`src/verilog/audio_pkg.sv`:
```
// samples are signed 16-bit two's complement; a frame is always one left and one right word
package audio_pkg;

    //////////////////////////////
    // sample format
    //////////////////////////////

    localparam int SAMPLE_W = 16;   // bits per channel word

    // one signed audio word as it comes off the I2S line
    typedef logic signed [SAMPLE_W-1:0] sample_t;

    // saturation limits
    localparam sample_t SAMPLE_MAX = sample_t'({1'b0, {(SAMPLE_W-1){1'b1}}});
    localparam sample_t SAMPLE_MIN = sample_t'({1'b1, {(SAMPLE_W-1){1'b0}}});

    //////////////////////////////
    // stereo frame
    //////////////////////////////

    // left sits in the upper half, same order as on the wire
    typedef struct packed {
        sample_t left;      // ws low
        sample_t right;     // ws high
    } stereo_frame_t;

endpackage

```
`src/verilog/ctrl_pkg.sv`:
```
// mode codes follow the board's speaker control word; codes not listed below act as direct loop
package ctrl_pkg;

    //////////////////////////////
    // speaker mode
    //////////////////////////////

    typedef enum logic [2:0] {
        MODE_DIRECT = 3'b000,   // plain loop, also the reset mode
        MODE_IFFT   = 3'b001,   // no FFT path here, plays as direct
        MODE_L_ONLY = 3'b010,
        MODE_DECHO  = 3'b011,   // right minus scaled left
        MODE_R_ONLY = 3'b100
    } speaker_mode_t;

    //////////////////////////////
    // control word to the mixer
    //////////////////////////////

    typedef struct packed {
        speaker_mode_t mode;
        logic          mute;    // 1 = silence both channels
    } loop_ctrl_t;

endpackage

```
`src/verilog/loop_control.sv`:
```
// mode and mute are slow static levels; startup delay counts clk_12M cycles and saturates
`timescale 1ns/1ps

module loop_control #(
    parameter int START_DELAY = 20'h50000
) (
    input  logic                    clk_12M,
    input  logic                    i_rst,
    input  ctrl_pkg::speaker_mode_t i_mode,
    input  logic                    i_mute,
    output ctrl_pkg::loop_ctrl_t    o_ctrl,
    output logic                    o_ready
);

    localparam int CNT_W = (START_DELAY > 0) ? $clog2(START_DELAY + 1) : 1;
    localparam logic [CNT_W-1:0] CNT_END = CNT_W'(START_DELAY);

    // direct loop, muted
    localparam ctrl_pkg::loop_ctrl_t RST_CTRL = '{
        mode: ctrl_pkg::MODE_DIRECT,
        mute: 1'b1
    };

    logic [CNT_W-1:0]     start_cnt;
    ctrl_pkg::loop_ctrl_t ctrl_meta;
    ctrl_pkg::loop_ctrl_t ctrl_sync;

    //////////////////////////////
    // startup delay
    //////////////////////////////

    always_ff @(posedge clk_12M) begin
        if (i_rst) begin
            start_cnt <= '0;
        end else if (start_cnt != CNT_END) begin
            start_cnt <= start_cnt + 1'b1;   // stops at the end value
        end
    end

    assign o_ready = (start_cnt == CNT_END);

    //////////////////////////////
    // level synchronizers
    //////////////////////////////

    always_ff @(posedge clk_12M) begin
        if (i_rst) begin
            ctrl_meta <= RST_CTRL;
            ctrl_sync <= RST_CTRL;
        end else begin
            ctrl_meta <= '{mode: i_mode, mute: i_mute};
            ctrl_sync <= ctrl_meta;
        end
    end

    // audio stays silent until the codec side has settled
    always_comb begin
        o_ctrl      = ctrl_sync;
        o_ctrl.mute = ctrl_sync.mute | ~o_ready;
    end

endmodule

```
`src/verilog/i2s_receiver.sv`:
```
// needs sck at most clk_12M/4 and 16 bits per channel; first frame after reset lacks a left word
`timescale 1ns/1ps

module i2s_receiver (
    input  logic                      clk_12M,
    input  logic                      i_rst,
    input  logic                      i_sck,
    input  logic                      i_ws,
    input  logic                      i_sda,
    output audio_pkg::stereo_frame_t  o_frame,
    output logic                      o_frame_valid
);

    localparam int SW    = audio_pkg::SAMPLE_W;
    localparam int CNT_W = $clog2(SW + 1);
    localparam logic [CNT_W-1:0] LAST_BIT = CNT_W'(SW - 1);
    localparam logic [CNT_W-1:0] CNT_IDLE = CNT_W'(SW);

    typedef struct packed {
        logic sck;
        logic ws;
        logic sda;
    } pins_t;

    pins_t              pin_meta;
    pins_t              pin_sync;
    logic               sck_prev;
    logic               chan_r;     // channel of the word being shifted (1 = right)
    logic [CNT_W-1:0]   bit_cnt;
    audio_pkg::sample_t shift_q;
    audio_pkg::sample_t left_q;
    audio_pkg::sample_t word_in;
    logic               sck_rise;
    logic               ws_change;
    logic               word_done;

    // all three pins take the same delay so their alignment holds
    always_ff @(posedge clk_12M) begin
        if (i_rst) begin
            pin_meta <= '0;
            pin_sync <= '0;
            sck_prev <= 1'b0;
        end else begin
            pin_meta <= '{sck: i_sck, ws: i_ws, sda: i_sda};
            pin_sync <= pin_meta;
            sck_prev <= pin_sync.sck;
        end
    end

    assign sck_rise  = pin_sync.sck & ~sck_prev;
    assign ws_change = pin_sync.ws ^ chan_r;
    assign word_done = sck_rise && (bit_cnt == LAST_BIT);
    assign word_in   = {shift_q[SW-2:0], pin_sync.sda};   // incl. the bit on this edge

    //////////////////////////////
    // bit counting
    //////////////////////////////

    // the ws edge comes one bit before the MSB, so the bit taken on that
    // edge is still the LSB of the word before
    always_ff @(posedge clk_12M) begin
        if (i_rst) begin
            chan_r        <= 1'b0;
            bit_cnt       <= CNT_IDLE;
            o_frame_valid <= 1'b0;
        end else begin
            o_frame_valid <= word_done & chan_r;
            if (sck_rise) begin
                if (ws_change) begin
                    chan_r  <= pin_sync.ws;
                    bit_cnt <= '0;
                end else if (bit_cnt != CNT_IDLE) begin
                    bit_cnt <= bit_cnt + 1'b1;
                end
            end
        end
    end

    //////////////////////////////
    // data path
    //////////////////////////////

    always_ff @(posedge clk_12M) begin
        if (sck_rise) begin
            shift_q <= word_in;     // MSB first
        end
        if (word_done) begin
            if (chan_r) begin
                o_frame <= '{left: left_q, right: word_in};
            end else begin
                left_q <= word_in;  // held until the right word is in
            end
        end
    end

endmodule

```
`src/verilog/output_mixer.sv`:
```
// ECHO_SHIFT must be 0..15; control is taken as it stands when the frame arrives
`timescale 1ns/1ps

module output_mixer #(
    parameter int ECHO_SHIFT = 1
) (
    input  logic                     clk_12M,
    input  logic                     i_rst,
    input  audio_pkg::stereo_frame_t i_frame,
    input  logic                     i_frame_valid,
    input  ctrl_pkg::loop_ctrl_t     i_ctrl,
    output audio_pkg::stereo_frame_t o_frame,
    output logic                     o_valid
);

    localparam int SW = audio_pkg::SAMPLE_W;

    typedef logic signed [SW:0] wide_t;     // one guard bit for the subtract

    audio_pkg::sample_t       left_shr;
    audio_pkg::sample_t       decho;
    wide_t                    diff;
    audio_pkg::stereo_frame_t mix;

    //////////////////////////////
    // echo reduction
    //////////////////////////////

    always_comb begin
        left_shr = i_frame.left >>> ECHO_SHIFT;     // arithmetic, keeps sign
        diff     = {i_frame.right[SW-1], i_frame.right} - {left_shr[SW-1], left_shr};
        if (diff[SW] != diff[SW-1]) begin
            decho = diff[SW] ? audio_pkg::SAMPLE_MIN : audio_pkg::SAMPLE_MAX;
        end else begin
            decho = diff[SW-1:0];
        end
    end

    //////////////////////////////
    // mode select
    //////////////////////////////

    always_comb begin
        if (i_ctrl.mute) begin
            mix = '0;
        end else begin
            case (i_ctrl.mode)
                ctrl_pkg::MODE_L_ONLY: mix = '{left: i_frame.left, right: i_frame.left};
                ctrl_pkg::MODE_R_ONLY: mix = '{left: i_frame.right, right: i_frame.right};
                ctrl_pkg::MODE_DECHO:  mix = '{left: decho, right: decho};
                default:               mix = i_frame;  // direct, IFFT code too
            endcase
        end
    end

    always_ff @(posedge clk_12M) begin
        if (i_rst) begin
            o_valid <= 1'b0;
        end else begin
            o_valid <= i_frame_valid;
        end
    end

    always_ff @(posedge clk_12M) begin
        if (i_frame_valid) begin
            o_frame <= mix;
        end
    end

endmodule

```
`src/verilog/i2s_transmitter.sv`:
```
// DAC sck must be at or below clk_12M/4 with 16 bits per channel; sends one whole frame per ws period
`timescale 1ns/1ps

module i2s_transmitter (
    input  logic                     clk_12M,
    input  logic                     i_rst,
    input  audio_pkg::stereo_frame_t i_frame,
    input  logic                     i_valid,
    input  logic                     i_ready,
    input  logic                     i_sck,
    input  logic                     i_ws,
    output logic                     o_dac_sda
);

    localparam int SW = audio_pkg::SAMPLE_W;

    typedef struct packed {
        logic sck;
        logic ws;
    } dac_clks_t;

    dac_clks_t                clk_meta;
    dac_clks_t                clk_sync;
    logic                     sck_prev;
    logic                     ws_last;    // ws as seen on the last sck fall
    logic                     sck_fall;
    logic                     ws_change;
    logic                     sda_q;
    audio_pkg::stereo_frame_t frame_q;
    audio_pkg::sample_t       right_hold;
    audio_pkg::sample_t       shift_q;

    assign sck_fall  = ~clk_sync.sck & sck_prev;
    assign ws_change = clk_sync.ws ^ ws_last;

    //////////////////////////////
    // clock sync and line driver
    //////////////////////////////

    always_ff @(posedge clk_12M) begin
        if (i_rst) begin
            clk_meta <= '0;
            clk_sync <= '0;
            sck_prev <= 1'b0;
            ws_last  <= 1'b0;
            sda_q    <= 1'b0;
        end else begin
            clk_meta <= '{sck: i_sck, ws: i_ws};
            clk_sync <= clk_meta;
            sck_prev <= clk_sync.sck;
            if (sck_fall) begin
                ws_last <= clk_sync.ws;
            end
            if (!i_ready) begin
                sda_q <= 1'b0;                  // silent line until codec is up
            end else if (sck_fall) begin
                sda_q <= shift_q[SW-1];
            end
        end
    end

    assign o_dac_sda = sda_q;

    //////////////////////////////
    // word loading
    //////////////////////////////

    // both halves come from one snapshot taken at the left edge, so a frame
    // landing mid-period cannot mix two frames on the wire
    always_ff @(posedge clk_12M) begin
        if (i_rst) begin
            frame_q    <= '0;
            right_hold <= '0;
            shift_q    <= '0;
        end else begin
            if (i_valid) begin
                frame_q <= i_frame;             // newest frame wins
            end
            if (sck_fall) begin
                if (ws_change && clk_sync.ws) begin
                    shift_q <= right_hold;
                end else if (ws_change) begin
                    shift_q    <= frame_q.left;
                    right_hold <= frame_q.right;
                end else begin
                    shift_q <= shift_q << 1;    // next bit to the MSB
                end
            end
        end
    end

endmodule

```
`src/verilog/audio_loop_top.sv`:
```
// single clk_12M domain; codec pins are asynchronous and are synchronized inside the I2S blocks
`timescale 1ns/1ps

module audio_loop_top #(
    parameter int START_DELAY = 20'h50000,
    parameter int ECHO_SHIFT  = 1
) (
    input  logic                    clk_12M,
    input  logic                    i_rst,
    input  logic                    i_adc_sck,
    input  logic                    i_adc_ws,
    input  logic                    i_adc_sda,
    input  logic                    i_dac_sck,
    input  logic                    i_dac_ws,
    input  ctrl_pkg::speaker_mode_t i_mode,
    input  logic                    i_mute,
    output logic                    o_dac_sda
);

    ctrl_pkg::loop_ctrl_t     loop_ctrl;
    logic                     ready;
    audio_pkg::stereo_frame_t adc_frame;
    logic                     adc_frame_valid;
    audio_pkg::stereo_frame_t mix_frame;
    logic                     mix_valid;

    //////////////////////////////
    // control and capture
    //////////////////////////////

    loop_control #(
        .START_DELAY (START_DELAY)
    ) u_loop_control (
        .clk_12M (clk_12M),
        .i_rst   (i_rst),
        .i_mode  (i_mode),
        .i_mute  (i_mute),
        .o_ctrl  (loop_ctrl),
        .o_ready (ready)
    );

    i2s_receiver u_i2s_receiver (
        .clk_12M       (clk_12M),
        .i_rst         (i_rst),
        .i_sck         (i_adc_sck),
        .i_ws          (i_adc_ws),
        .i_sda         (i_adc_sda),
        .o_frame       (adc_frame),
        .o_frame_valid (adc_frame_valid)
    );

    //////////////////////////////
    // mix and playback
    //////////////////////////////

    output_mixer #(
        .ECHO_SHIFT (ECHO_SHIFT)
    ) u_output_mixer (
        .clk_12M       (clk_12M),
        .i_rst         (i_rst),
        .i_frame       (adc_frame),
        .i_frame_valid (adc_frame_valid),
        .i_ctrl        (loop_ctrl),
        .o_frame       (mix_frame),
        .o_valid       (mix_valid)
    );

    i2s_transmitter u_i2s_transmitter (
        .clk_12M   (clk_12M),
        .i_rst     (i_rst),
        .i_frame   (mix_frame),
        .i_valid   (mix_valid),
        .i_ready   (ready),
        .i_sck     (i_dac_sck),
        .i_ws      (i_dac_ws),
        .o_dac_sda (o_dac_sda)
    );

endmodule

```
`config.mk`:
```
export PLATFORM = sky130hd
export DESIGN_NAME = audio_loop_top
export DESIGN_NICKNAME = d
export VERILOG_FILES = /design/src/verilog/audio_pkg.sv /design/src/verilog/ctrl_pkg.sv /design/src/verilog/loop_control.sv /design/src/verilog/i2s_receiver.sv /design/src/verilog/output_mixer.sv /design/src/verilog/i2s_transmitter.sv /design/src/verilog/audio_loop_top.sv
export SDC_FILE = /design/constraint.sdc
export NUM_CORES = 1
export LEC_CHECK = 0
export ABC_AREA = 1
export BUFFER_PORTS_ARGS = -buffer_cell sky130_fd_sc_hd__buf_2
export CORE_ASPECT_RATIO = 0.8
export CORE_MARGIN = 8
export CORE_UTILIZATION = 63
export DETAILED_ROUTE_END_ITERATION = 12
export HOLD_SLACK_MARGIN = 0.12
export PLACE_DENSITY = 0.84
export SKIP_LAST_GASP = 1
export SYNTH_ARGS = -nofsm -noshare
export SYNTH_HDL_FRONTEND = slang
export SYNTH_SLANG_ARGS = --single-unit
```
`constraint.sdc`:
```
create_clock -name clk_12M -period 7 [get_ports clk_12M]
set_input_delay 0.35 -clock clk_12M [delete_from_list [all_inputs] [get_ports clk_12M]]
set_output_delay 0.35 -clock clk_12M [all_outputs]
set_load 0.01 [all_outputs]
```
==> results.cfg, run 1 <==
[layout]
n_fill_cell = 1023
final_common_cell = nand2_1
drive_gt1_frac = 0.0916
insertedDiodeCount = 0
area_growth_pct = 9.27
layout_common_cells = nand2_1, inv_1, dfxtp_1, nor2_1, edfxtp_1
fin_nets = 1124

[drt]
detail-route-antenna-nets = 0
drc = 0
totalWireLength_mm = 20.0
vias = 7212
drt_first_pass_iters = 6
detail_route.iter0.violations = 811
via_per_inst = 5.60
wl_per_cell_um = 15.5

[floorplan]
die_x_um = 152
die_y_um = 125
core_area_um2 = 14400
initial_core_util = 0.648
rows = 39
ioPinCount = 12
die-area_um2 = 19000

[sta]
finalCriticalPeriod_ns = 2.96
tightestPinTransition_ns = 1.34
finalSetupViolations = 0
hold_viol = 0
rsz0062_at_grt = no
slew_viol_final = 0
setup_slack_ns = 4.04
max_clock_freq_mhz = 338
skew_ns = 0.0247
slew_headroom = 0.0993
holdWs_ns = 0.409
setup_tns_ns = 0
finalCritPeriodShare = 0.423

[synth]
ys_ff_latch = 208
yosysSeqAreaShare = 0.548
synthCells = 1084
synth_edf_count = 95
syn-num-nets = 1119
synth_cell_types = 41
ys_warn_count = 0
yosys_most_used_dff = dfxtp_1
synthesis.area_um2 = 9330
synth_area_per_cell_um2 = 8.60
async_flop_share = 0

[worst_setup_path]
worstSetupPathType = flop to flop
required_ns = 7.36
end_kind = flop
start_kind = flop
cp_slowest_stage_delay_ns = 0.51
reg2reg_depth = 15
cp_max_fo = 15
crit_slowest_cell = a21boi_4
cp.arrival_ns = 3.32
crit_chain = ha_1, fa_1, inv_1, nand2_1, nand2_1, nand3_1, nand2_2, nand2_2, nand3_2, nand2_4, a21boi_4, nand2_1, nand3_1, nand2_1, inv_1
critPathMostFrequentCell = nand2_1

[cts]
clock_path_buffers = 3
clkTransAtPathRegs_ns = 0.06
cts_resized = 0
numCtsBuffers = 20
htree_num_levels = 1
cts_tree = done
clockRootBuffer = clkbuf_16
cts.sinks = 208
worstSkewPairLatency_ns = 0.51

[hold_path]
hold_class = flop to flop
hold_depth = 2

[power]
p_leak_uw = 0.00435
peakVddDrop_mv = 0.245
p_per_area_nw_per_um2 = 237

[global_route]
grt_max_degree = 56
grt_pass1_vias = 6803
grt_pass1_wl_mm = 32.6
antenna_found_initial = 0
gr-total-overflow = 0
track_usage = 0.205

[flow_run]
maxCapViolCount = 0

[place]
hpwl_mm = 13.0
place_ws_ns = 4.22
gp_congestion = 0.944
numPortBuffers = 11

[outcome]
status = finished clean
worst max-delay path: cells and delay by family, from the launching register on:
kind,cells,cell delay (ns)
adders and majority gates,2,0.66
buffers and inverters,2,0.18
and+or+nand+nor,10,1.04
AOI/OAI and AO/OA,1,0.51
DFF,1,0.42
area by class of cell:
class                           instances  area (um^2)  area share
Timing Repair Buffer                   25          183      0.0179
Inverter                              156          586      0.0575
Clock buffer                           26          533      0.0523
Sequential cell                       208         5110       0.502
Tap cell                              184          230      0.0226
Clock inverter                         10         80.1     0.00786
Multi-Input combinational cell        678         3460       0.340
registers in the layout, summed over array words and instances (netlist names), 2 cells and up:
register and flops:
u_output_mixer.o_frame 32, u_i2s_receiver.o_frame 32, u_loop_control.ctrl_meta 4, u_loop_control.start_cnt 19
u_i2s_transmitter.frame_q 32, u_i2s_transmitter.clk_meta 2, u_i2s_receiver.left_q 16, u_i2s_transmitter.right_hold 16
u_loop_control.o_ctrl 3, u_i2s_transmitter.shift_q 16, u_i2s_receiver.pin_meta 3, u_i2s_transmitter.clk_sync 2
u_i2s_receiver.shift_q 15, u_i2s_receiver.bit_cnt 5, u_i2s_receiver.pin_sync 3
cells by family after synthesis:
group / after synthesis / synth area share
AND/OR/NAND/NOR: 463 / 0.221
buffers and inverters: 198 / 0.0817
flip-flops: 208 / 0.548
AO/OA/AOI/OAI: 181 / 0.106
XOR/XNOR: 10 / 0.00939
adder cells (fa/ha/maj): 24 / 0.0330
what timing repair did:
action,in CTS,in global routing
buffers inserted,0,0
hold endpoints to repair,9,0
hold buffers,9,0
synth_stat cells, types with 8 or more instances:
cell type	n	area share
nand2_1	190	0.076
xnor2_1	8	0.0075
dfxtp_1	113	0.24
edfxtp_1	95	0.31
a21oi_1	76	0.041
nand2_2	20	0.013
o211ai_1	15	0.012
nor2_1	112	0.045
ha_1	23	0.031
o21ai_0	77	0.041
nand3_1	80	0.043
inv_1	151	0.061
clkbuf_1	34	0.014
or2_2	18	0.012
nor3_1	13	0.0070
metrics by stage:
stage / util / instances / power (uW) / instance area (um^2)
after global placement: 0.659 / 1242 / 1410 / 9490
after global routing: 0.708 / 1287 / 2490 / 10200
final: 0.708 / 1287 / 2420 / 10200
after detailed placement: 0.659 / 1242 / 1410 / 9490
after CTS: 0.708 / 1287 / 2420 / 10200
after floorplan: - / 1084 / 1390 / 9330
worst paths after layout:
check	startpoint	end	slack, ns
worst min-delay path	u_loop_control.ctrl_meta[2]$_SDFF_PP0_	u_loop_control.o_ctrl[2]$_SDFF_PP0_	0.41
worst max-delay path	u_i2s_receiver.o_frame[17]$_DFFE_PP_	u_output_mixer.o_frame[16]$_SDFFCE_PP0P_	4.04
worst max register to register	u_i2s_receiver.o_frame[17]$_DFFE_PP_	u_output_mixer.o_frame[16]$_SDFFCE_PP0P_	4.04
worst min register to register	u_loop_control.ctrl_meta[2]$_SDFF_PP0_	u_loop_control.o_ctrl[2]$_SDFF_PP0_	0.41
report_power, final:
part	total [uW]	switching, uW	internal (uW)	leakage, uW
Clock	1020	446	575	0.000296
Sequential	1290	13.0	1280	0.00178
Combinational	101	64.2	36.3	0.00227
metal layers:
layer / GRT usage / wire length, um
met1: 0.277 / 9100
met2: 0.330 / 9040
met3: 0.0312 / 1260
met4: 0.0745 / 577
met5: 0 / 0
Note: power is estimated with default switching activity, not from simulation.
==> inputs of run 2 (changes only) <==
==> constraint.sdc (replaced) <==
create_clock -name clk_12M -period 3.1 [get_ports clk_12M]
set_input_delay 0.155 -clock clk_12M [delete_from_list [all_inputs] [get_ports clk_12M]]
set_output_delay 0.155 -clock clk_12M [all_outputs]
set_load 0.01 [all_outputs]
==> run 2 against run 1 <==
Die area unchanged; global-route usage down 0.052 points; power up 130%; critical path depth up 1; non-clock buffer count up 9; highest routed layer unchanged; clock skew down 0.00084 ns; via count up 0.49%; combinational power up 130%; sequential power up 130%; largest power group unchanged; critical path type unchanged; critical endpoint unchanged; clock power up 140%; first-iteration DRC count down 24%; register-to-register slack worse by 3.7 ns.
==> results.cfg, run 2 (synthesis results as in run 1) <==
[worst_setup_path]
start_kind = flop
reg2reg_depth = 16
cp_max_fo = 15
cp.arrival_ns = 3.00
worstSetupPathType = flop to flop
required_ns = 3.34
end_kind = flop

[layout]
insertedDiodeCount = 0
reg_top3 = u_i2s_receiver.o_frame: 32 flops, u_i2s_transmitter.frame_q: 32 flops, u_output_mixer.o_frame: 32 flops
drive_gt1_frac = 0.101
area_growth_pct = 10.4
layout_common_cells = nand2_1, inv_1, dfxtp_1, nor2_1, edfxtp_1
final_common_cell = nand2_1
n_fill_cell = 1059
fin_nets = 1133

[floorplan]
core_area_um2 = 14400
die-area_um2 = 19000
initial_core_util = 0.648
rows = 39
die_y_um = 125
die_x_um = 152
ioPinCount = 12

[sta]
tightestPinTransition_ns = 0.917
rsz0062_at_grt = no
slew_viol_final = 0
finalCriticalPeriod_ns = 2.75
slew_headroom = 0.388
finalCritPeriodShare = 0.888
hold_viol = 0
setup_tns_ns = 0
max_clock_freq_mhz = 363
skew_ns = 0.0239
finalSetupViolations = 0

[cts]
clockRootBuffer = clkbuf_16
clkTransAtPathRegs_ns = 0.06
numCtsBuffers = 20
cts_tree = done
cts.sinks = 208
htree_num_levels = 1
clock_path_buffers = 3
cts_resized = 0
cts_setup_buffers = 0
worstSkewPairLatency_ns = 0.50

[drt]
totalWireLength_mm = 19.5
drt_first_pass_iters = 7
drc = 0
detail-route-antenna-nets = 0
detail_route.iter0.violations = 614
wl_per_cell_um = 15.0
via_per_inst = 5.59
vias = 7247

[power]
p_leak_uw = 0.00443
total_power_uw = 5550
p_per_area_nw_per_um2 = 539
peakVddDrop_mv = 0.538

[place]
numPortBuffers = 11
gp_congestion = 0.955
hpwl_mm = 12.9

[global_route]
antenna_found_initial = 0
gr-total-overflow = 0
grt_max_degree = 68
grt_pass1_vias = 6889
track_usage = 0.205
grt_pass1_wl_mm = 32.6

[flow_run]
maxCapViolCount = 0

[outcome]
status = finished clean

[hold_path]
hold_class = primary input to flop
hold_depth = 3
[run 2: cell count changes in the layout (fill, tap and decap cells not counted), moves of 2 or more]
cell | before | now
buf_4 | 5 | 14
nor3_2 | 8 | 6
clkinv_1 | 5 | 2
clkinv_2 | 2 | 4
[run 2: final cells by class]
type / instances / area (um^2) / share of cell area
Inverter: 156 / 586 / 0.0569
Timing Repair Buffer: 34 / 250 / 0.0243
Sequential cell: 208 / 5110 / 0.497
Clock inverter: 10 / 113 / 0.0109
Multi-Input combinational cell: 678 / 3470 / 0.337
Tap cell: 184 / 230 / 0.0224
Clock buffer: 26 / 533 / 0.0518
[run 2: final timing paths]
path / from / end / slack [ns]
setup / recovery: u_i2s_receiver.o_frame[17]$_DFFE_PP_ / u_output_mixer.o_frame[16]$_SDFFCE_PP0P_ / 0.35
hold / removal: i_rst / u_i2s_receiver.pin_sync[0]$_SDFF_PP0_ / 0.22
setup reg to reg: u_i2s_receiver.o_frame[17]$_DFFE_PP_ / u_output_mixer.o_frame[16]$_SDFFCE_PP0P_ / 0.35
hold reg to reg: u_i2s_receiver.left_q[12]$_DFFE_PP_ / u_i2s_receiver.o_frame[28]$_DFFE_PP_ / 0.40
[run 2: metrics by stage]
stage	worst slack, ns	utilization	hold WS, ns	std cells	cell area [um^2]
2_1_floorplan	0.0794	-	0.259	1084	9330
3_3_place_gp	0.529	0.664	0.351	1251	9560
3_5_place_dp	0.429	0.664	0.352	1251	9560
4_1_cts	0.368	0.715	0.209	1296	10300
5_1_grt	0.147	0.715	0.237	1296	10300
6_report	0.347	0.715	0.222	1296	10300
[run 2: where the power goes]
group	leakage [uW]	internal (uW)	total, uW	switching, uW
sequential	0.00178	2890	2920	28.8
clock	0.000318	1390	2400	1010
combinational	0.00233	85.3	228	143
[run 2: repair_timing]
item	CTS	global route
hold endpoints to repair	9	0
hold buffers	9	0
setup endpoints to repair	0	0
[run 2: layer usage]
layer | part of all wire | wire [um] | track usage | vias to the layer above
met5 | 0 | 0 | 0 | -
met4 | 0.019 | 376 | 0.0575 | 0
met3 | 0.074 | 1450 | 0.0347 | 33
met2 | 0.46 | 8950 | 0.343 | 279
met1 | 0.45 | 8710 | 0.269 | 3372
li1 | - | - | - | 3563
[run 2: worst max-delay path, stage by stage, from the launching register on]
cell and delay (ns):
edfxtp_1 0.42, ha_1 0.23, fa_1 0.41, inv_1 0.07, nand2_1 0.05, nand2_1 0.10, nand3_1 0.09, nand2_2 0.12
nand2_2 0.09, nand3_2 0.09, nand2_4 0.07, nand2_2 0.24, nand3_1 0.14, nand2_1 0.15, nand3_1 0.10, nand2_1 0.08
inv_1 0.04
